## src/design/cpu_pkg.sv

```systemverilog
`default_nettype none

package cpu_pkg;

	// ~~~~~~~~~~~~~~~~~~~~~~~~~~~~~~~~~~~~~~~~
	// Widths and UART timing
	// ~~~~~~~~~~~~~~~~~~~~~~~~~~~~~~~~~~~~~~~~
	localparam int INST_ADDR_W  = 8;  // 256 instruction words.
	localparam int DATA_ADDR_W  = 8;  // 256 data words.
	localparam int CLKS_PER_BIT = 8;
	localparam int BAUD_CNT_W   = $clog2(CLKS_PER_BIT);

	// ~~~~~~~~~~~~~~~~~~~~~~~~~~~~~~~~~~~~~~~~
	// Instruction encodings
	// ~~~~~~~~~~~~~~~~~~~~~~~~~~~~~~~~~~~~~~~~
	typedef enum logic [5:0] {
		OP_SPECIAL = 6'b000000,
		OP_J       = 6'b000010,
		OP_JAL     = 6'b000011,
		OP_BEQ     = 6'b000100,
		OP_BNE     = 6'b000101,
		OP_ADDI    = 6'b001000,
		OP_SLTI    = 6'b001010,
		OP_ANDI    = 6'b001100,
		OP_ORI     = 6'b001101,
		OP_LUI     = 6'b001111,
		OP_IN      = 6'b011010,  // Byte from the UART into rt[7:0].
		OP_OUT     = 6'b011011,  // Byte rt[7:0] to the UART.
		OP_LW      = 6'b100011,
		OP_SW      = 6'b101011
	} opcode_e;

	typedef enum logic [5:0] {
		FUNCT_SLL  = 6'b000000,
		FUNCT_SRL  = 6'b000010,
		FUNCT_JR   = 6'b001000,
		FUNCT_JALR = 6'b001001,
		FUNCT_ADD  = 6'b100000,
		FUNCT_SUB  = 6'b100010,
		FUNCT_AND  = 6'b100100,
		FUNCT_OR   = 6'b100101,
		FUNCT_NOR  = 6'b100111,
		FUNCT_SLT  = 6'b101010
	} funct_e;

	typedef enum logic {
		MODE_LOAD,
		MODE_EXEC
	} mode_e;

endpackage

`default_nettype wire

```

## src/design/uart_tx.sv

```systemverilog
`timescale 1ns/1ns
`default_nettype none

module uart_tx (
	input  logic       CLK,
	input  logic       rst_n,
	input  logic [7:0] tx_data,
	input  logic       tx_req,
	output logic       tx_ack,
	output logic       uart_tx_pin
);
	import cpu_pkg::*;

	typedef enum logic {
		TX_IDLE,
		TX_SHIFT
	} tx_state_e;

	tx_state_e             state;
	logic [BAUD_CNT_W-1:0] baud_cnt;
	logic [3:0]            bit_idx;
	logic [9:0]            shift;
	logic                  bit_end;
	logic                  accept;

	assign bit_end     = baud_cnt == BAUD_CNT_W'(CLKS_PER_BIT - 1);
	assign accept      = state == TX_IDLE && tx_req && !tx_ack;
	assign uart_tx_pin = (state == TX_SHIFT) ? shift[0] : 1'b1;

	always_ff @(posedge CLK or negedge rst_n) begin
		if (!rst_n) begin
			state    <= TX_IDLE;
			baud_cnt <= '0;
			bit_idx  <= '0;
			tx_ack   <= 1'b0;
		end else begin
			if (accept) begin
				state    <= TX_SHIFT;
				tx_ack   <= 1'b1;
				baud_cnt <= '0;
				bit_idx  <= '0;
			end else if (tx_ack && !tx_req) begin
				tx_ack <= 1'b0;
			end
			if (state == TX_SHIFT) begin
				baud_cnt <= bit_end ? '0 : baud_cnt + 1'b1;
				if (bit_end) begin
					bit_idx <= bit_idx + 1'b1;
					if (bit_idx == 4'd9) state <= TX_IDLE;  // Stop bit done.
				end
			end
		end
	end

	always_ff @(posedge CLK) begin
		if (accept) shift <= {1'b1, tx_data, 1'b0};
		else if (state == TX_SHIFT && bit_end) shift <= {1'b1, shift[9:1]};
	end

endmodule

`default_nettype wire

```

## config.mk

```make
export PLATFORM = sky130hd
export DESIGN_NAME = uart_tx
export DESIGN_NICKNAME = d
export VERILOG_FILES = /design/src/design/cpu_pkg.sv /design/src/design/uart_tx.sv
export SDC_FILE = /design/constraint.sdc
export NUM_CORES = 1
export LEC_CHECK = 0
export BUFFER_PORTS_ARGS = -buffer_cell sky130_fd_sc_hd__buf_4
export CAP_MARGIN = 20
export CORE_MARGIN = 1.5
export CORE_UTILIZATION = 40
export DETAILED_ROUTE_END_ITERATION = 10
export PLACE_DENSITY = 0.58
export SLEW_MARGIN = 20
export SYNTH_ARGS = -nofsm -noshare
export SYNTH_HDL_FRONTEND = slang
export SYNTH_SLANG_ARGS = --single-unit
```

## constraint.sdc

```tcl
create_clock -name CLK -period 4.03 [get_ports CLK]
set_clock_uncertainty 0.1 [all_clocks]
set_input_delay 0.806 -clock CLK [delete_from_list [all_inputs] [get_ports CLK]]
set_output_delay 0.806 -clock CLK [all_outputs]
set_load 0.005 [all_outputs]
```

# ---- Word level (Yosys, flattened, before mapping)
# Cells that the tools add are included.
dict set report classes {
  addsub 2
  n_eq_ne 2
  n_mux 15
  bitwise_logic 1
  reduce_logical 9
}
# operator n
set ops {}
lappend ops {{2-to-1 mux 9 bit} 2}
lappend ops {{2-to-1 mux 4 bit} 3}
lappend ops {{2-to-1 mux 3 bit} 3}
lappend ops {{2-to-1 mux 1 bit} 7}
lappend ops {{nonzero test 2 bit} 3}
lappend ops {{adder 4 x 1 -> 4 bit, second input constant} 1}
lappend ops {{== test 4 bit, second input constant} 1}
lappend ops {{logical AND 1 bit} 4}
lappend ops {{adder 3 x 1 -> 3 bit, second input constant} 1}
lappend ops {{== test 3 bit, second input constant} 1}
lappend ops {{logical NOT 1 bit} 2}
lappend ops {{inverter 1 bit} 1}
dict set report word_totals {
  regBits 18
  out_inout_bits 2
}

# ---- Logic depth before layout (Yosys ltp)
# Gate-level depths: netlist of the first run.
dict set report logic_depth {
  word_depth 7
  depth_mapped 6
  ltp_nobuf 5
}

# ---- Least setup slack after synthesis of the first run
# OpenSTA, ideal clock, no wires.
dict set report synth_path {
  path_kind {input to register}
  from {in tx_req}
  to {reg shift[1], enable pin}
  setup_ps 315
  arrival_time_ps 1439
  setup_slack_ps 2177
  cell_stages 3
  n_path_buf 1
  cell_sequence {or3b_1 > buf_6 > nand2_2}
}
dict set report synth_via {
  elab_chain_len 3
}
# item line_no
set synth_rtl {}
lappend synth_rtl {{start, declared} uart_tx.sv:8} ;# input logic tx_req,
lappend synth_rtl {{logical AND 1 bit (2 in a row)} uart_tx.sv:27} ;# assign accept = state == TX_IDLE && tx_req && !tx_ack;
lappend synth_rtl {{nonzero test 2 bit (no source line)} n/a}
lappend synth_rtl {{end signal, assigned} uart_tx.sv:56} ;# if (accept) shift <= {1'b1, tx_data, 1'b0};
lappend synth_rtl {{end signal, assigned} uart_tx.sv:57} ;# else if (state == TX_SHIFT && bit_end) shift <= {1'b1, shift[9:1]};
lappend synth_rtl {{end, declared} uart_tx.sv:22} ;# logic [9:0] shift;
# Every way passes these cells.
# A chain may end at the register's enable or synchronous reset.

# ---- Worst setup path in the final report of the first run
dict set report layout_path {
  from {reg state}
  to {out uart_tx_pin}
}
dict set report layout_via {
  elab_chain_len 1
}
# item line_no
set layout_rtl {}
lappend layout_rtl {{start, declared} uart_tx.sv:19} ;# tx_state_e state;
lappend layout_rtl {{start signal, assigned} uart_tx.sv:32} ;# state <= TX_IDLE;
lappend layout_rtl {{start signal, assigned} uart_tx.sv:38} ;# state <= TX_SHIFT;
lappend layout_rtl {{start signal, assigned} uart_tx.sv:49} ;# if (bit_idx == 4'd9) state <= TX_IDLE;
lappend layout_rtl {{2-to-1 mux 1 bit} uart_tx.sv:28} ;# assign uart_tx_pin = (state == TX_SHIFT) ? shift[0] : 1'b1;
lappend layout_rtl {{end, declared} uart_tx.sv:10} ;# output logic uart_tx_pin
# Every way passes these cells.

==> results of run 1 <==
==> kinds of logic after synthesis <==
logic type      share of synthesized area (%)
buf+inv                                 3.490
mux                                     1.214
simple gates                            16.39
compound gates                          13.96
flops                                   58.88
fa+ha+maj                               6.070
==> power groups by stage <==
stage	clock, mW	sequential [mW]	combinational [mW]
after global routing	0.124	0.190	0.0105
after CTS	0.112	0.190	0.00993
after detailed placement	0	0.194	0.00995
final	0.108	0.190	0.00968
after global placement	0	0.194	0.00976
after floorplan	0	0.194	0.000600
==> layout make-up <==
type,count,area (sq um)
fill,184,978.4
tap,27,33.78
multi-input combinational,45,310.3
inverter,2,7.507
timing repair buffer,12,90.09
sequential,18,485.5
clock buffer,4,36.28
==> Yosys cell counts (all sizes together) <==
master	count	share of area (%)
a21boi	1	0.91
a21oi	2	1.7
a22o	7	7.4
and2	1	0.76
buf	3	2.6
dfrtp	9	27
dfxtp	1	2.4
edfxtp	8	29
ha	4	6.1
inv	2	0.91
mux2i	1	1.2
nand2	13	6.2
nand2b	2	1.5
nand3	3	1.8
nand3b	1	0.91
nand4	1	0.76
nand4b	1	1.1
nor3b	1	2.3
o21a	1	0.91
o21ai	5	3.0
or3b	1	1.1
==> worst register-to-register path, stage by stage, from the launching register on <==
cell,delay [ps]
dfrtp_1,530
or3b_1,570
nand2_2,270
==> metrics by stage <==
step           hold slack, ps  instances  instance area (sq um)  setup slack [ps]
6_report                217.7        108                  963.4              1975
4_1_cts                 215.5        108                  963.4              1963
2_1_floorplan           308.1         68                  824.5              2177
5_1_grt                 189.0        108                  963.4              1870
3_5_place_dp            344.1        104                  927.1              1934
3_3_place_gp            315.0        104                  927.1              1953
==> flip-flops by register name (all words and copies together), names as in the netlist <==
name,cells
shift,9
tx_ack,1
baud_cnt,3
bit_idx,4
state,1
==> worst min path at each step <==
stage	from	to	slack, ps	cells past startpoint
after floorplan	shift[1]	shift[0]	310	2
after global placement	shift[1]	shift[0]	310	2
after detailed placement	shift[1]	shift[0]	340	2
after CTS	rst_n	baud_cnt[2]	220	1
after global routing	rst_n	bit_idx[0]	190	1
final	rst_n	bit_idx[0]	220	1
==> per-layer routing <==
layer  track usage (%)  vias up
met3             3.086        5
li1                  -      275
met5                 0        -
met4             7.143        0
met2             19.44        9
met1             19.43      251
==> out/metrics.cfg, run 1 <==
[placed_design]
io_buffers = 12
finalWeightedCongestion = 0.6780

[yosys]
ys_warn_count = 0
netlist_area_sq_um = 824.5
syn_inst = 68
syn_avg_cell_area_sq_um = 12.13
synth-seq-cells = 18
ys_seq_area_share_pct = 58.88
yosysUniqueCellTypes = 24
synth_fp_nets = 83

[sta]
fmaxAchievable_mhz = 486.7
hold_violations = 0
fin_crit_sh_pct = 50.99
report.final.slew_viol_count = 0
period_needed_ps = 2055
rsz0062_at_grt = no
tightestPinTransition_ps = 396.0
finalSetupViolations = 0
max_slew_margin_pct = 73.60
setup_tns_ps = 0

[cells_and_area]
antenna_cells = 0
final_util_pct = 49.61
layout_common_cells = nand2_1 (12), buf_4 (12), dfrtp_1 (9), edfxtp_1 (8), a22o_1 (7)
areaGrowthSynthToFinish_pct = 16.84
fin_nets = 97
drive_gt1_share_pct = 23.46

[drt]
viasPerCell = 5.000
ant_nets = 0
drt_iter0_drc = 1
num_vias = 540
top_layer_used = met4
routedWlPerCell_um = 12.24
drc = 0
wl_met2_um = 601
drt-pass1-iter-count = 2
wl_met3_um = 41
wl_um = 1322
wl_met1_um = 648

[setup_path]
crit_start = state
start_kind = register
ff2ff_setup_slack_ps = 2250
path_delay_family = flip-flops
end_kind = primary output
slowest_stage = dfrtp_1
crit_arrival_ps = 1150
cp.depth = 2
crit_fanout = 13
crit_end = uart_tx_pin
r2r_end = shift[6]
reg2regPathDepth = 2
critPathBufInv = 1
path_cells = nand2b_1, buf_4
slowest_delay_ps = 590
crit_required_ps = 3120
path_class = register to primary output
rr_startpoint = state

[power]
power_frac_comb_pct = 3.1
clockPowerShare_pct = 35.0
netSwitchingFraction_pct = 18.13
p_leak_nw = 0.4306
power_mw = 0.3075
pwr_density_cell_nw_per_um2 = 319.2
power.net_switching_mw = 0.05576
internal_power_mw = 0.2518
ir_worst_vdd_uv = 193.6
sequentialPowerShare_pct = 61.8

[global_route]
grt-ovfl-total = 0
grt_max_degree = 14
grt_first_pass_wirelength_um = 2366
grt_pass1_vias = 500
track_usage_pct = 13.63
antenna_found_initial = 0

[clocking]
cts_sinks = 18
ctsResizeCount = 0
cts-root-buf = clkbuf_4
insertion_delay_ps = 290
clk_pin_slew_ps = 100
clk_path_buf_depth = 2
numCtsBuffers = 3
postCtsSetupBuffers = 0
hold_buffers = 0
h-tree-depth = 1
cts_tree = yes

[die]
rows = 16
die_h_um = 48.40
fp.dieW_um = 48.40
die_area_sq_um = 2343
core_area_sq_um = 1942
initial_core_util_pct = 42.46
io_pins = 13

[run_status]
status = completed

[hold_path]
hp-class = primary input to async pin

[job]
drv_cap = 0

No activity file was read; power rests on OpenSTA's default activity.
==> run 2, diff against run 1 <==
- clock period: 4.03 -> 2.1 ns (I/O delays scaled with it)
==> out/metrics.cfg, run 2 (same netlist as run 1, synthesis figures left out) <==
[run_status]
status = completed

[cells_and_area]
layout_common_cells = buf_4 (13), nand2_1 (12), dfrtp_1 (9), edfxtp_1 (8), a22o_1 (7)
fin_nets = 99  ; +2.1%
fill_cells = 190  ; +3.3%
largest_reg_flops = 9  ; unchanged
drive_gt1_share_pct = 22.89  ; -0.57 points
final_util_pct = 50.00  ; +0.39 points
final_common_cell = buf_4
largestRegisters = shift (9), bit_idx (4), baud_cnt (3)
areaGrowthSynthToFinish_pct = 17.75
regMostFlops = shift
antenna_cells = 0  ; unchanged

[sta]
rsz0062_at_grt = no
max_slew_margin_pct = 75.62  ; +2.0 points
fin_crit_sh_pct = 81.70
hold_violations = 0  ; unchanged
period_needed_ps = 1716
finalSetupViolations = 0  ; unchanged
fin_ws_ps = 384.3  ; -1591 ps
report.final.slew_viol_count = 0  ; unchanged
holdWs_ps = 297.5  ; +79.79 ps
tightestPinTransition_ps = 365.6  ; -30.36 ps
fmaxAchievable_mhz = 582.8
setup_tns_ps = 0  ; unchanged

[clocking]
cts_sinks = 18  ; unchanged
postCtsSetupBuffers = 0  ; unchanged
h-tree-depth = 1  ; unchanged
insertion_delay_ps = 290  ; about the same
cts-root-buf = clkbuf_4
numCtsBuffers = 3  ; unchanged
clk_path_buf_depth = 2  ; unchanged
ctsResizeCount = 0  ; unchanged
clk_pin_slew_ps = 100  ; about the same
cts_tree = yes

[drt]
num_vias = 540  ; unchanged
ant_nets = 0  ; unchanged
drt-pass1-iter-count = 4  ; +2
viasPerCell = 4.909  ; -1.8%
wl_um = 1330  ; +0.61%
drt_iter0_drc = 4  ; +3
routedWlPerCell_um = 12.09  ; -1.2%
drc = 0  ; unchanged

[global_route]
grt_first_pass_wirelength_um = 2408  ; +1.8%
track_usage_pct = 13.22  ; -0.41 points
grt_max_degree = 13  ; -1
grt-ovfl-total = 0  ; unchanged
antenna_found_initial = 0  ; unchanged
grt_pass1_vias = 540  ; +8.0%

[placed_design]
dp_slack_ps = 383.1  ; -1551 ps
finalWeightedCongestion = 0.7774  ; +15%
place_hpwl_um = 986.5
io_buffers = 12  ; unchanged

[setup_path]
crit_fanout = 10  ; -3
end_kind = register
slowest_delay_ps = 410  ; -180 ps
crit_arrival_ps = 1660  ; +510 ps
cp_common_cell = ha_1
path_delay_family = adder cells
crit_required_ps = 2050  ; -1070 ps
slowest_stage = dfrtp_1
critPathBufInv = 0  ; -1
path_class = register to register
start_kind = register
path_cells = ha_1, ha_1, and2_1, a22o_1

[die]
fp.dieW_um = 48.40  ; unchanged
die_h_um = 48.40  ; unchanged
initial_core_util_pct = 42.46  ; unchanged
io_pins = 13  ; unchanged
core_area_sq_um = 1942  ; unchanged
rows = 16  ; unchanged
die_area_sq_um = 2343  ; unchanged

[power]
ir_worst_vdd_uv = 303.3  ; +57%
pwr_density_cell_nw_per_um2 = 578.9  ; +81%
p_leak_nw = 0.4329  ; +0.54%
power_mw = 0.5621  ; +83%

[hold_path]
hp-class = primary input to register

[job]
drv_cap = 0  ; unchanged

## run 2: final timing paths
path	from	to	slack (ps)	depth (start not counted)
worst max-delay path	baud_cnt[0]	shift[5]	380	4
max in group asynchronous	rst_n	tx_ack	1390	2
worst min register to register	shift[1]	shift[0]	360	2
worst max register to register	baud_cnt[0]	shift[5]	380	4
worst min-delay path	tx_req	tx_ack	300	2
min in group asynchronous	rst_n	state	380	2
## run 2: metal layers
layer / global-route usage, % / vias up / part of all wire, %
met3: 2.778 / 0 / 2.9
met4: 4.286 / 0 / 0
met2: 18.75 / 8 / 45
li1: - / 275 / -
met5: 0 / - / 0
met1: 20.20 / 257 / 52
## run 2: worst register-to-register path, stage by stage (launching register included)
cell     delay (ps)
dfrtp_1         410
ha_1            210
ha_1            220
and2_1          270
a22o_1          280
## run 2: cell type report
type	count	area [sq um]	share of cell area, %
multi-input cells	45	310.3	31.96
well taps	27	33.78	3.479
flip-flops and latches	18	485.5	50.00
repair buffers	14	107.6	11.08
inverters	2	7.507	0.7732
clock buffers	4	26.28	2.706
## run 2: power by group
group / total (mW) / internal (mW) / switching (mW)
Sequential: 0.365 / 0.365 / 0.0000000000000000627
Clock: 0.177 / 0.0737 / 0.104
Combinational: 0.0200 / 0.0140 / 0.00603
Total: 0.562 / 0.452 / 0.110
## run 2: through the flow
| stage | cells | instance area (sq um) |
|---|---|---|
| 3_3_place_gp | 105 | 934.6 |
| 5_1_grt | 110 | 970.9 |
| 4_1_cts | 110 | 970.9 |
| 6_report | 110 | 970.9 |
| 3_5_place_dp | 105 | 934.6 |
| 2_1_floorplan | 68 | 824.5 |
## run 2: repair_timing
item | 4_1_cts | 5_1_grt
hold buffers | 1 | 0
endpoints found under the hold margin | 9 | 0
setup endpoints to repair | 0 | 0
