**src/design/cpu_pkg.sv**
```systemverilog
`default_nettype none

package cpu_pkg;

	// ~~~~~~~~~~~~~~~~~~~~~~~~~~~~~~~~~~~~~~~~
	// Widths and UART timing
	// ~~~~~~~~~~~~~~~~~~~~~~~~~~~~~~~~~~~~~~~~
	localparam int INST_ADDR_W  = 8;  // 256 instruction words.
	localparam int DATA_ADDR_W  = 8;  // 256 data words.
	localparam int CLKS_PER_BIT = 8;
	localparam int BAUD_CNT_W   = $clog2(CLKS_PER_BIT);

	// ~~~~~~~~~~~~~~~~~~~~~~~~~~~~~~~~~~~~~~~~
	// Instruction encodings
	// ~~~~~~~~~~~~~~~~~~~~~~~~~~~~~~~~~~~~~~~~
	typedef enum logic [5:0] {
		OP_SPECIAL = 6'b000000,
		OP_J       = 6'b000010,
		OP_JAL     = 6'b000011,
		OP_BEQ     = 6'b000100,
		OP_BNE     = 6'b000101,
		OP_ADDI    = 6'b001000,
		OP_SLTI    = 6'b001010,
		OP_ANDI    = 6'b001100,
		OP_ORI     = 6'b001101,
		OP_LUI     = 6'b001111,
		OP_IN      = 6'b011010,  // Byte from the UART into rt[7:0].
		OP_OUT     = 6'b011011,  // Byte rt[7:0] to the UART.
		OP_LW      = 6'b100011,
		OP_SW      = 6'b101011
	} opcode_e;

	typedef enum logic [5:0] {
		FUNCT_SLL  = 6'b000000,
		FUNCT_SRL  = 6'b000010,
		FUNCT_JR   = 6'b001000,
		FUNCT_JALR = 6'b001001,
		FUNCT_ADD  = 6'b100000,
		FUNCT_SUB  = 6'b100010,
		FUNCT_AND  = 6'b100100,
		FUNCT_OR   = 6'b100101,
		FUNCT_NOR  = 6'b100111,
		FUNCT_SLT  = 6'b101010
	} funct_e;

	typedef enum logic {
		MODE_LOAD,
		MODE_EXEC
	} mode_e;

endpackage

`default_nettype wire

```
**src/design/uart_rx.sv**
```systemverilog
`timescale 1ns/1ns
`default_nettype none

module uart_rx (
	input  logic       CLK,
	input  logic       rst_n,
	input  logic       uart_rx_pin,
	output logic [7:0] rx_data,
	output logic       rx_req,
	input  logic       rx_ack
);
	import cpu_pkg::*;

	typedef enum logic [1:0] {
		RX_IDLE,
		RX_START,
		RX_DATA,
		RX_STOP
	} rx_state_e;

	rx_state_e             state;
	logic [1:0]            sync;
	logic [BAUD_CNT_W-1:0] baud_cnt;
	logic [2:0]            bit_idx;
	logic [7:0]            shift;
	logic                  line;
	logic                  mid_bit;
	logic                  bit_end;
	logic                  frame_ok;

	assign line     = sync[1];
	assign mid_bit  = baud_cnt == BAUD_CNT_W'(CLKS_PER_BIT / 2 - 1);
	assign bit_end  = baud_cnt == BAUD_CNT_W'(CLKS_PER_BIT - 1);
	// Good stop bit and the previous byte fully handed over.
	assign frame_ok = state == RX_STOP && bit_end && line && !rx_req && !rx_ack;

	always_ff @(posedge CLK or negedge rst_n) begin
		if (!rst_n) begin
			sync     <= 2'b11;  // Line idles high.
			state    <= RX_IDLE;
			baud_cnt <= '0;
			bit_idx  <= '0;
			rx_req   <= 1'b0;
		end else begin
			sync <= {sync[0], uart_rx_pin};
			if (rx_req && rx_ack) rx_req <= 1'b0;
			if (frame_ok) rx_req <= 1'b1;
			baud_cnt <= bit_end ? '0 : baud_cnt + 1'b1;
			case (state)
				RX_IDLE: begin
					baud_cnt <= '0;
					if (!line) state <= RX_START;
				end
				RX_START: begin
					if (mid_bit) begin
						baud_cnt <= '0;  // Realign to mid-bit.
						bit_idx  <= '0;
						state    <= line ? RX_IDLE : RX_DATA;
					end
				end
				RX_DATA: begin
					if (bit_end) begin
						bit_idx <= bit_idx + 1'b1;
						if (bit_idx == 3'd7) state <= RX_STOP;
					end
				end
				RX_STOP: begin
					if (bit_end) state <= RX_IDLE;
				end
				default: state <= RX_IDLE;
			endcase
		end
	end

	always_ff @(posedge CLK) begin
		if (state == RX_DATA && bit_end) shift <= {line, shift[7:1]};  // LSB first.
		if (frame_ok) rx_data <= shift;
	end

endmodule

`default_nettype wire

```
**config.mk**
```make
export PLATFORM = sky130hd
export DESIGN_NAME = uart_rx
export DESIGN_NICKNAME = d
export VERILOG_FILES = /design/src/design/cpu_pkg.sv /design/src/design/uart_rx.sv
export SDC_FILE = /design/constraint.sdc
export NUM_CORES = 1
export LEC_CHECK = 0
export ABC_AREA = 1
export BUFFER_PORTS_ARGS = -buffer_cell sky130_fd_sc_hd__buf_2
export CORE_UTILIZATION = 58
export DETAILED_ROUTE_END_ITERATION = 10
export PLACE_DENSITY = 0.8
export REMOVE_ABC_BUFFERS = 1
export SLEW_MARGIN = 20
export SYNTH_ARGS = -nofsm -noshare
export SYNTH_HDL_FRONTEND = slang
export SYNTH_SLANG_ARGS = --single-unit
```
**constraint.sdc**
```tcl
create_clock -name CLK -period 4.7 [get_ports CLK]
set_input_delay 0 -clock CLK [delete_from_list [all_inputs] [get_ports CLK]]
set_output_delay 0 -clock CLK [all_outputs]
set_load 0.01 [all_outputs]
```
# ---- Word-level counts from Yosys, hierarchy flattened
# Index checks and enable logic that the tools add are counted.
# Widths: inputs -> output; s select.
dict set report op_classes {
  add_sub_neg 2
  eq_ne 11
  muxes 15
  n_reduce_logical 13
}
# op count
set ops {}
lappend ops {{$mux 2} 6}
lappend ops {{$mux 3} 4}
lappend ops {{$pmux 3 s2} 2}
lappend ops {{$ne 2x2->1 const B} 5}
lappend ops {{$pmux 2 s4} 1}
lappend ops {{$add 3x1->3 const B} 2}
lappend ops {{$eq 3x3->1 const B} 2}
lappend ops {{$logic_and 1x1->1} 6}
lappend ops {{$reduce_and 5->1} 1}
lappend ops {{$eq 2x2->1 const B} 2}
lappend ops {{$reduce_bool 2->1} 2}
lappend ops {{$eq 3x2->1 const B} 1}
lappend ops {{$reduce_and 3->1} 1}
lappend ops {{$eq 2x1->1 const B} 1}
lappend ops {{$logic_not 1->1} 2}
lappend ops {{$logic_not 2->1} 1}
lappend ops {{$mux 1} 2}
dict set report word_totals {
  reg_bits 27
  input_bits 4
  out_inout_bits 9
  elab_cells 48
}

# ---- Logic depth before layout (Yosys ltp)
# Gate-level depths: netlist of run 1.
dict set report depth {
  depth_word 6
  depth_mapped 9
  depth_no_buf 9
}

# ---- Least setup slack after synthesis of run 1
# No wires, ideal clock.
dict set report synth_timing {
  path_kind {reg2reg}
  from {register baud_cnt[0]}
  to {register rx_data[0] (enable)}
  setup_ns 0.370
  arrival_time_ns 1.243
  t_required_ns 4.330
  setup_slack_ns 3.087
  path_stages_with_launch 5
  path_buffers 0
  synth_period_minus_slack_ns 1.613
  path_cell_list {dfrtp_1 ha_1 ha_1 nand3_1 nor2_1}
}
dict set report synth_via {
  elab_chain_len 5
}
# element line_no
set synth_rtl {}
lappend synth_rtl {{from (decl)} uart_rx.sv:23} ;# logic [BAUD_CNT_W-1:0] baud_cnt;
lappend synth_rtl {{from (signal assigned)} uart_rx.sv:48} ;# baud_cnt <= bit_end ? '0 : baud_cnt + 1'b1;
lappend synth_rtl {{$eq 3x3->1} uart_rx.sv:33} ;# assign bit_end = baud_cnt == BAUD_CNT_W'(CLKS_PER_BIT - 1);
lappend synth_rtl {{$logic_and 1x1->1 (4 in series)} uart_rx.sv:35} ;# assign frame_ok = state == RX_STOP && bit_end && line && !rx_req && !rx_ack;
lappend synth_rtl {{net frame_ok} uart_rx.sv:29} ;# logic frame_ok;
lappend synth_rtl {{to (signal assigned)} uart_rx.sv:77} ;# if (frame_ok) rx_data <= shift;
lappend synth_rtl {{to (decl)} uart_rx.sv:8} ;# output logic [7:0] rx_data,
# The timed path passes the listed nets, and every way through them passes these cells.
# A chain may end at the register's enable or synchronous reset.

# ---- Worst setup path after layout of run 1
dict set report layout_timing {
  from {register baud_cnt[0]}
  to {register rx_data[4] (enable)}
}
# Same word-level chain as after synthesis.

==> results of run 1 <==
-- worst reg2reg max path: stages, from the launching register on --
cell and delay, ps:
dfrtp_1 380, ha_1 200, ha_1 280, nand3_1 130, nor2_1 520
-- through the flow --
step / utilization, % / total power, mW
floorplan: - / 0.3799
global placement: 70.57 / 0.3986
detailed placement: 70.57 / 0.4067
CTS: 74.33 / 0.5039
global route: 74.33 / 0.5381
finish: 74.33 / 0.5011
-- worst min-delay path by stage --
stage / start / to / slack [ps] / cells after the start
global route: rst_n / baud_cnt[2]$_DFF_PN0_ / 60 / 2
floorplan: rst_n / asynchronous set/reset pin / -300 / 0
CTS: rst_n / state[0]$_DFFE_PN0P_ / 60 / 2
finish: rst_n / state[0]$_DFFE_PN0P_ / 50 / 2
detailed placement: rst_n / state[0]$_DFFE_PN0P_ / -120 / 1
global placement: rst_n / state[0]$_DFFE_PN0P_ / -120 / 1
-- final cells by class --
type / count / area (sq um)
inverter: 9 / 33.78
clock inverter: 1 / 7.507
tap: 24 / 30.03
timing repair buffer: 15 / 90.09
sequential: 27 / 758.2
fill: 109 / 409.1
clock buffer: 3 / 22.52
multi-input combinational: 40 / 242.7
-- placed cells by master (no fill, tap or decap), types with 2 or more instances in the layout --
master          n
ha_1            6
clkbuf_4        3
dfrtp_1         9
edfxtp_1       16
nand2_1        12
dfstp_2         2
nand3_1         7
buf_2          12
dlygate4sd3_1   3
nor2_1          4
inv_2           2
inv_1           7
o21ai_0         2
-- synthesized netlist by cell type (2+ instances only) --
library cell	number	area share [%]
dfstp_2	2	5.0
nand3_1	7	3.3
inv_2	2	0.72
nor2_1	4	1.4
ha_1	6	7.2
dfrtp_1	9	21
inv_1	7	2.5
edfxtp_1	16	46
nand2_1	12	4.3
o21ai_0	2	0.95
-- logic make-up after synthesis --
logic type | Yosys count
adders and majority gates | 6
DFF | 27
AOI/OAI and AO/OA | 6
and+or+nand+nor | 28
buffers and inverters | 10
-- flip-flops by register name, indices dropped and copies added (netlist names), named ones only --
name      count
baud_cnt      3
sync          2
rx_data       8
state         1
shift         8
bit_idx       3
rx_req        1
-- power breakdown --
part | switching [mW] | leakage, nW | total (mW) | internal, mW
clock network | 0.0666 | 0.0139 | 0.0990 | 0.0325
registers | 0.0319 | 0.284 | 0.306 | 0.274
logic | 0.0555 | 0.215 | 0.0961 | 0.0406
total | 0.154 | 0.513 | 0.501 | 0.347
-- metal layers --
layer / share of wire [%] / up-vias / global-route usage (%)
met1: 49 / 273 / 26.35
li1: - / 296 / -
met3: 1.9 / 2 / 3.673
met5: 0 / - / 0
met2: 48 / 10 / 28.82
met4: 1.0 / 0 / 10.91
==> impl_metrics.csv, run 1 <==
group,metric,value,unit
sta,rsz0062_at_grt,"no",
power_and_ir_drop,leakage,0.5128,nW
global_route,antenna_found_initial,0,
sta,tightest_slew,645.8,ps
synth,async_reset_ff_share,40.74,%
floorplan,die_x,44.52,um
synth,synth_xor_area_share,0,%
floorplan,boundaryPins,13,
worst_setup_path,reg2reg_slack,2840,ps
worst_setup_path,path_depth,4,
synth,synth_top_family_by_area,"simple AND/OR/NAND/NOR gates",
sta,setup_viol,0,
placement,dp_cells,112,
synth,synth_cells,77,
clocking,hold_buffers,3,
worst_setup_path,worstPathCellList,"ha_1 > ha_1 > nand3_1 > nor2_1",
detailed_routing,wire_per_inst,12.52,um
worst_setup_path,reg2reg_depth,4,
final_layout,drive_above_1_share,24.21,%
floorplan,initial_core_util,65.78,%
placement,portBuffers,12,
sta,fin_ws,2844,ps
sta,post-route-period-util,39.48,%
worst_setup_path,path_max_fanout,8,
sta,fin_tns_setup,0,ps
placement,dp_hpwl,1.134,mm
worst_setup_path,arrival,1820,ps
clocking,post_cts_buffers,0,
worst_setup_path,crit_required,4670,ps
placement,finalWeightedCongestion,0.7733,
placement,pre_cts_slack,2844,ps
synth,syn_area_per_cell,13.62,sq um
clocking,root_buffer,"clkbuf_4",
synth,yosysWarnings,0,
power_and_ir_drop,ir_drop,308.6,uV
worst_setup_path,cp-end-kind,"flip-flop",
synth,yosys.area_share.simple,12.53,%
detailed_routing,drc,0,
floorplan,coreArea,0.001594,sq mm
detailed_routing,drtAntennaViolNets,0,
synth,synth_area,0.001049,sq mm
synth,muxShareOfSynthArea,0,%
detailed_routing,vias,581,
final_layout,final_area,0.001185,sq mm
worst_setup_path,startpoint,"baud_cnt[0]$_DFF_PN0_",
placement,placed_cell_area,0.001125,sq mm
final_layout,stdcell_count,119,
sta,fmax,538.9,MHz
run_status,status,"complete, no violations",
clocking,insertion_delay,320,ps
final_layout,antenna-diode-count,0,
synth,synth_flop_cell,"edfxtp_1",
floorplan,die_area,0.001982,sq mm
worst_setup_path,path_common_cell,"ha_1",
sta,slew_violations,0,
worst_setup_path,path_buf_inv,0,
synth,synth_seq_cells,27,
clocking,path_clk_slew,150,ps
worst_setup_path,reg2reg_to,"rx_data[4]$_DFFE_PP_",
detailed_routing,drt_iter0_markers,7,
power_and_ir_drop,powerDensity,422.9,mW/mm^2
final_layout,final_nets,106,
sta,skew,7.288,ps
global_route,grt.total_usage,19.16,%
sta,min_period,1856,ps
detailed_routing,viasPerCell,4.882,
detailed_routing,dr.pass1.iters,4,
sta,maxSlewHeadroom,56.79,%
clocking,cts_buffer_depth,2,
floorplan,num_rows,14,
clocking,htreeDepth,1,
floorplan,die_y,44.52,um
global_route,grt-ovfl-total,0,
worst_setup_path,path_delay_family,"simple AND/OR/NAND/NOR gates",
clocking,numCtsBuffers,3,
final_layout,area_growth,13.01,%
synth,synth_seq_area_share,72.32,%
global_route,grt_first_pass_wirelength,2.511,mm
clocking,cts_resized,0,
job,cap_violations,0,
clocking,cts_tree,"built",
detailed_routing,routed_wl,1.490,mm
sta,hold_ws,51.14,ps
sta,finalHoldViolCount,0,
worst_setup_path,endpoint,"rx_data[4]$_DFFE_PP_",
worst_setup_path,slowest_delay,520,ps
global_route,grt_pass1_vias,554,
global_route,grt_start_max_net_pins,17,
worst_setup_path,crit_slowest_cell,"nor2_1",
worst_setup_path,crit_path_start_kind,"flip-flop",
clocking,cts.sinks,27,
synth,synth_edf_count,16,
synth,synth_compound_area_share,3.461,%
worst_setup_path,critical_path_class,"flip-flop to flip-flop",
worst_hold_path,hp-class,"input port to asynchronous set/reset pin",
worst_setup_path,r2r-start,"baud_cnt[0]$_DFF_PN0_",
synth,post_synth_num_cell_types,20,
synth,synth_fa_ha_area_share,7.160,%
Power figures use the tool's default switching activity.
==> run 2, diff against run 1 <==
--- a/config.mk
+++ b/config.mk
@@ -5,11 +5,11 @@
 export SDC_FILE = /design/constraint.sdc
 export NUM_CORES = 1
 export LEC_CHECK = 0
-export ABC_AREA = 1
+export ABC_AREA = 0
 export BUFFER_PORTS_ARGS = -buffer_cell sky130_fd_sc_hd__buf_2
-export CORE_UTILIZATION = 58
+export CORE_UTILIZATION = 54
 export DETAILED_ROUTE_END_ITERATION = 10
-export PLACE_DENSITY = 0.8
+export PLACE_DENSITY = 0.75
 export REMOVE_ABC_BUFFERS = 1
 export SLEW_MARGIN = 20
 export SYNTH_ARGS = -nofsm -noshare
==> constraint.sdc (replaced) <==
create_clock -name CLK -period 1.9 [get_ports CLK]
set_input_delay 0 -clock CLK [delete_from_list [all_inputs] [get_ports CLK]]
set_output_delay 0 -clock CLK [all_outputs]
set_load 0.01 [all_outputs]
==> run 2 against run 1 <==
Largest power group unchanged; total power up 150%; highest routed layer unchanged; worst setup slack worse by 2700 ps; die area up 5.3%; critical path type unchanged.
==> impl_metrics.csv, run 2 <==
group,metric,value,unit
synth,synth_area,0.001030,sq mm
power_and_ir_drop,fin_total_pwr,1.242,mW
sta,finalHoldViolCount,0,
final_layout,final_cell_mix,"16 x edfxtp_1, 12 x buf_2, 9 x dfrtp_1, 6 x ha_1",
detailed_routing,dr.pass1.iters,4,
detailed_routing,drt_iter0_markers,17,
worst_setup_path,path_max_fanout,9,
sta,skew,4.998,ps
worst_hold_path,hp-class,"input port to asynchronous set/reset pin",
floorplan,die_x,45.67,um
synth,synth_cells,65,
detailed_routing,vias,557,
detailed_routing,drc,0,
clocking,cts_tree,"built",
placement,portBuffers,12,
sta,tightest_slew,374.5,ps
worst_setup_path,cp-end-kind,"flip-flop",
power_and_ir_drop,power_switching,0.3526,mW
worst_setup_path,path_delay_family,"adder cells",
power_and_ir_drop,pwr-share-seq,62.1,%
synth,yosysMostFrequentCell,"edfxtp_1",
final_layout,drive_above_1_share,28.57,%
detailed_routing,wire_per_inst,12.67,um
placement,finalWeightedCongestion,0.7554,
worst_setup_path,path_common_cell,"ha_1",
worst_setup_path,arrival,1750,ps
detailed_routing,viasPerCell,5.110,
floorplan,die_area,0.002086,sq mm
final_layout,antenna-diode-count,0,
global_route,grt_start_max_net_pins,16,
power_and_ir_drop,combPwrFrac,19.2,%
sta,hold_ws,72.75,ps
synth,yosysWarnings,0,
final_layout,final_common_cell,"edfxtp_1",
synth,yosys-top-cells-area,"edfxtp_1 47%, dfrtp_1 22%, ha_1 7.3%",
global_route,grt_first_pass_wirelength,2.194,mm
synth,synth_top_area_share,46.66,%
synth,syn_area_per_cell,15.84,sq um
final_layout,stdcell_count,109,
power_and_ir_drop,power_frac_clock,18.7,%
synth,synthTopCellsByCount,"16 x edfxtp_1, 9 x dfrtp_1, 6 x ha_1",
floorplan,num_rows,15,
clocking,cts_buffer_depth,2,
synth,async_reset_ff_share,40.74,%
worst_setup_path,worstPathCellList,"ha_1 > ha_1 > nor2b_4 > nand2_2 > inv_1",
power_and_ir_drop,powerDensity,1052,mW/mm^2
power_and_ir_drop,leakage,0.4975,nW
sta,min_period,1751,ps
power_and_ir_drop,switching_share,28.39,%
global_route,grt-ovfl-total,0,
sta,slew_violations,0,
synth,synth_top_area_cell,"edfxtp_1",
clocking,cts.sinks,27,
synth,synth_edf_count,16,
sta,setup_viol,0,
power_and_ir_drop,ir_drop,706.7,uV
floorplan,coreArea,0.001764,sq mm
detailed_routing,drtAntennaViolNets,0,
placement,dp_cells,102,
run_status,status,"complete, no violations",
sta,maxSlewHeadroom,75.04,%
global_route,antenna_found_initial,0,
synth,synth_seq_cells,27,
placement,dp_hpwl,998.7,um
global_route,grt.total_usage,16.01,%
sta,fmax,571.0,MHz
floorplan,die_y,45.67,um
synth,post_synth_num_cell_types,21,
clocking,numCtsBuffers,3,
job,cap_violations,0,
final_layout,final_nets,95,
clocking,root_buffer,"clkbuf_4",
floorplan,initial_core_util,58.37,%
clocking,htreeDepth,1,
worst_setup_path,slowest_delay,370,ps
clocking,post_cts_buffers,0,
sta,rsz0062_at_grt,"no",
sta,fin_tns_setup,0,ps
worst_setup_path,crit_path_start_kind,"flip-flop",
final_layout,area_growth,14.70,%
worst_setup_path,critical_path_class,"flip-flop to flip-flop",
worst_setup_path,crit_slowest_cell,"dfrtp_1",
power_and_ir_drop,intPower,0.8895,mW
worst_setup_path,path_buf_inv,1,
sta,post-route-period-util,92.17,%
floorplan,boundaryPins,13,
worst_setup_path,crit_required,1900,ps
global_route,grt_pass1_vias,550,
clocking,insertion_delay,310,ps
synth,synth_flop_cell,"edfxtp_1",
synth,synth_seq_area_share,73.63,%
detailed_routing,routed_wl,1.381,mm
final_layout,top_regs,"rx_data: 8 flops, shift: 8 flops",
clocking,path_clk_slew,130,ps
-- run 2: power groups by stage --
stage / combinational, mW / sequential [mW] / clock, mW
detailed placement: 0.239 / 0.783 / 0
finish: 0.238 / 0.772 / 0.232
global route: 0.280 / 0.783 / 0.259
floorplan: 0.189 / 0.767 / 0
global placement: 0.234 / 0.781 / 0
CTS: 0.243 / 0.770 / 0.240
-- run 2: repair_timing --
item / 4_1_cts / 5_1_grt
hold buffers: 3 / 0
endpoints found under the hold margin: 13 / 0
resized for setup: 0 / 0
setup endpoints to repair: 0 / 0
-- run 2: worst paths after layout --
check | startpoint | endpoint | slack [ps] | cells past startpoint
setup / recovery | baud_cnt[0]$_DFF_PN0_ | shift[5]$_DFFE_PP_ | 150 | 5
hold / removal | rst_n | baud_cnt[1]$_DFF_PN0_ | 70 | 2
setup reg to reg | baud_cnt[0]$_DFF_PN0_ | shift[5]$_DFFE_PP_ | 150 | 5
hold reg to reg | sync[0]$_DFF_PN1_ | sync[1]$_DFF_PN1_ | 370 | 0
max in group asynchronous | rst_n | sync[1]$_DFF_PN1_ | 1570 | 2
min in group CLK | uart_rx_pin | sync[0]$_DFF_PN1_ | 340 | 2
-- run 2: stage by stage --
stage,utilization (%),setup slack [ps],cell area (sq um)
floorplan,-,26.79,1025
global placement,63.69,238.8,1124
detailed placement,63.69,169.8,1124
CTS,66.95,140.3,1181
global route,66.95,9.644,1181
finish,66.95,148.8,1181
-- run 2: logic make-up (layout without fill, tap and decap cells) --
kind of cell	count (synthesis)	after routing	share of synthesized area (%)
buf+inv	5	24	1.943
fa+ha+maj	6	6	7.290
simple gates	16	16	8.627
compound gates	10	10	7.533
mux	1	1	0.9721
flops	27	27	73.63
-- run 2: area by class of cell --
type	instances	area, sq um
Inverter	4	15.01
Fill cell	138	583.1
Clock buffer	3	22.52
Tap cell	25	31.28
Sequential cell	27	758.2
Timing Repair Buffer	16	97.59
Multi-Input combinational cell	33	251.5
Clock inverter	1	5.005
-- run 2: metal layers --
metal,vias up,global-route usage (%),routed length [um]
met4,0,9.091,34
met5,-,0,0
met1,268,15.86,580
met2,12,29.14,726
li1,272,-,-
met3,5,4.762,40
==> run 3, diff against run 2 <==
--- a/config.mk
+++ b/config.mk
@@ -7,9 +7,10 @@
 export LEC_CHECK = 0
 export ABC_AREA = 0
 export BUFFER_PORTS_ARGS = -buffer_cell sky130_fd_sc_hd__buf_2
-export CORE_UTILIZATION = 54
+export CORE_UTILIZATION = 58
+export CTS_BUF_LIST = sky130_fd_sc_hd__clkbuf_8
 export DETAILED_ROUTE_END_ITERATION = 10
-export PLACE_DENSITY = 0.75
+export PLACE_DENSITY = 0.8
 export REMOVE_ABC_BUFFERS = 1
 export SLEW_MARGIN = 20
 export SYNTH_ARGS = -nofsm -noshare
==> run 3 against run 2 <==
Final cell count down 8.3%; utilization is 8.6 points higher; total power grew 7.9%; first-iteration DRC count shrank 29%; non-clock buffer count unchanged; count of clock-buffer cells in the layout stayed put; fmax is essentially flat; die area decreased by 6.6%.
==> impl_metrics.csv, run 3 (synthesized netlist as in run 2, its figures left out) <==
group,metric,value,unit
floorplan,die_area,0.001948,sq mm
final_layout,top_regs,"rx_data: 8 flops, shift: 8 flops",
sta,fmax,571.1,MHz
detailed_routing,dr.pass1.iters,6,
detailed_routing,route.met2.wl,727,um
sta,skew,3.403,ps
final_layout,final_cell_mix,"16 x edfxtp_1, 12 x buf_2, 9 x dfrtp_1, 6 x ha_1",
detailed_routing,wire_per_inst,15.06,um
worst_setup_path,crit_path_start_kind,"flip-flop",
final_layout,final_area,0.001191,sq mm
sta,post-route-period-util,92.15,%
detailed_routing,viasPerCell,5.530,
worst_setup_path,reg2reg_depth,5,
worst_setup_path,critical_path_class,"flip-flop to flip-flop",
clocking,insertion_delay,270,ps
worst_setup_path,path_depth,5,
worst_hold_path,hp-class,"input port to asynchronous set/reset pin",
floorplan,die_y,44.14,um
placement,portBuffers,12,
sta,maxSlewHeadroom,75.44,%
clocking,cts_resized,0,
worst_setup_path,crit_required,1850,ps
clocking,cts.sinks,27,
worst_setup_path,slowest_delay,360,ps
worst_setup_path,arrival,1700,ps
detailed_routing,drc,0,
worst_setup_path,path_max_fanout,9,
detailed_routing,top_layer,"met4",
sta,setup_viol,0,
power_and_ir_drop,ir_drop,851.9,uV
detailed_routing,met1_length,714,um
sta,min_period,1751,ps
floorplan,boundaryPins,13,
worst_setup_path,path_common_cell,"ha_1",
global_route,grt_first_pass_wirelength,2.428,mm
clocking,path_clk_slew,90,ps
detailed_routing,routed-wl-met3,36,um
job,cap_violations,0,
global_route,grt_pass1_vias,555,
sta,rsz0062_at_grt,"no",
sta,finalHoldViolCount,0,
clocking,root_buffer,"clkbuf_8",
global_route,grt-ovfl-total,0,
placement,finalWeightedCongestion,0.6797,
floorplan,initial_core_util,65.32,%
clocking,htreeDepth,1,
placement,placed_cell_area,0.001112,sq mm
detailed_routing,vias,553,
final_layout,final_nets,95,
detailed_routing,routed_wl,1.506,mm
power_and_ir_drop,powerDensity,1125,mW/mm^2
floorplan,die_x,44.14,um
detailed_routing,drt_iter0_markers,12,
sta,slew_violations,0,
power_and_ir_drop,fin_total_pwr,1.341,mW
final_layout,antenna-diode-count,0,
power_and_ir_drop,leakage,0.5015,nW
clocking,numCtsBuffers,3,
worst_setup_path,worstPathCellList,"ha_1 > ha_1 > nor2b_4 > nand2_2 > inv_1",
worst_setup_path,path_delay_family,"adder cells",
worst_setup_path,crit_slowest_cell,"dfrtp_1",
placement,dp_hpwl,1.072,mm
sta,fin_tns_setup,0,ps
global_route,grt_start_max_net_pins,17,
run_status,status,"complete, no violations",
clocking,cts_tree,"built",
worst_setup_path,cp-end-kind,"flip-flop",
clocking,cts_buffer_depth,2,
final_layout,drive_above_1_share,28.57,%
floorplan,coreArea,0.001577,sq mm
floorplan,num_rows,14,
final_layout,area_growth,15.67,%
global_route,antenna_found_initial,0,
worst_setup_path,path_buf_inv,1,
sta,tightest_slew,368.4,ps
final_layout,final_common_cell,"edfxtp_1",
detailed_routing,drtAntennaViolNets,0,
global_route,grt.total_usage,18.61,%
==> run 3: cell count changes in the layout (fill, tap and decap cells not counted) <==
cell and delta:
clkinvlp_4 +1, clkbuf_8 +3, clkinv_2 -1, clkbuf_4 -3
==> run 3: report_power, final <==
| group | internal (mW) | switching (mW) | leakage (nW) |
|---|---|---|---|
| clock network | 0.149 | 0.171 | 0.0217 |
| registers | 0.688 | 0.0845 | 0.280 |
| logic | 0.125 | 0.123 | 0.200 |
==> run 3: final cells by class <==
cell class / instances / area (sq um)
Inverter: 4 / 15.01
Sequential cell: 27 / 758.2
Timing Repair Buffer: 16 / 97.59
Clock buffer: 3 / 41.29
Clock inverter: 1 / 7.507
Tap cell: 16 / 20.02
Multi-Input combinational cell: 33 / 251.5
Fill cell: 98 / 385.4
==> run 3: path summary, 6_finish.rpt <==
check                                             end                  start  slack [ps]
setup / recovery                   shift[2]$_DFFE_PP_  baud_cnt[0]$_DFF_PN0_         150
hold / removal             asynchronous set/reset pin                  rst_n         120
setup reg to reg                   shift[2]$_DFFE_PP_  baud_cnt[0]$_DFF_PN0_         150
hold reg to reg                     sync[1]$_DFF_PN1_      sync[0]$_DFF_PN1_         370
max in group asynchronous           sync[1]$_DFF_PN1_                  rst_n        1510
min in group CLK                    sync[1]$_DFF_PN1_      sync[0]$_DFF_PN1_         370
==> run 3: repair_timing <==
action / in CTS / in global routing
setup buffers: 0 / 0
setup endpoints to repair: 0 / 0
hold endpoints to repair: 13 / 0
hold buffers: 3 / 0
==> run 3: through the flow <==
stage          setup slack, ps  cells  utilization (%)  hold slack [ps]
2_1_floorplan            26.79     64                -           -295.6
3_3_place_gp             221.6     93            70.56           -120.5
3_5_place_dp             155.0     93            70.56           -115.7
4_1_cts                  146.8    100            75.56            129.9
5_1_grt                  4.110    100            75.56            153.2
6_report                 149.1    100            75.56            121.2
==> run 3: layer usage <==
metal | up-vias | track usage, %
li1 | 272 | -
met1 | 267 | 24.36
met2 | 10 | 29.12
met3 | 4 | 2.449
met4 | 0 | 12.73
met5 | - | 0
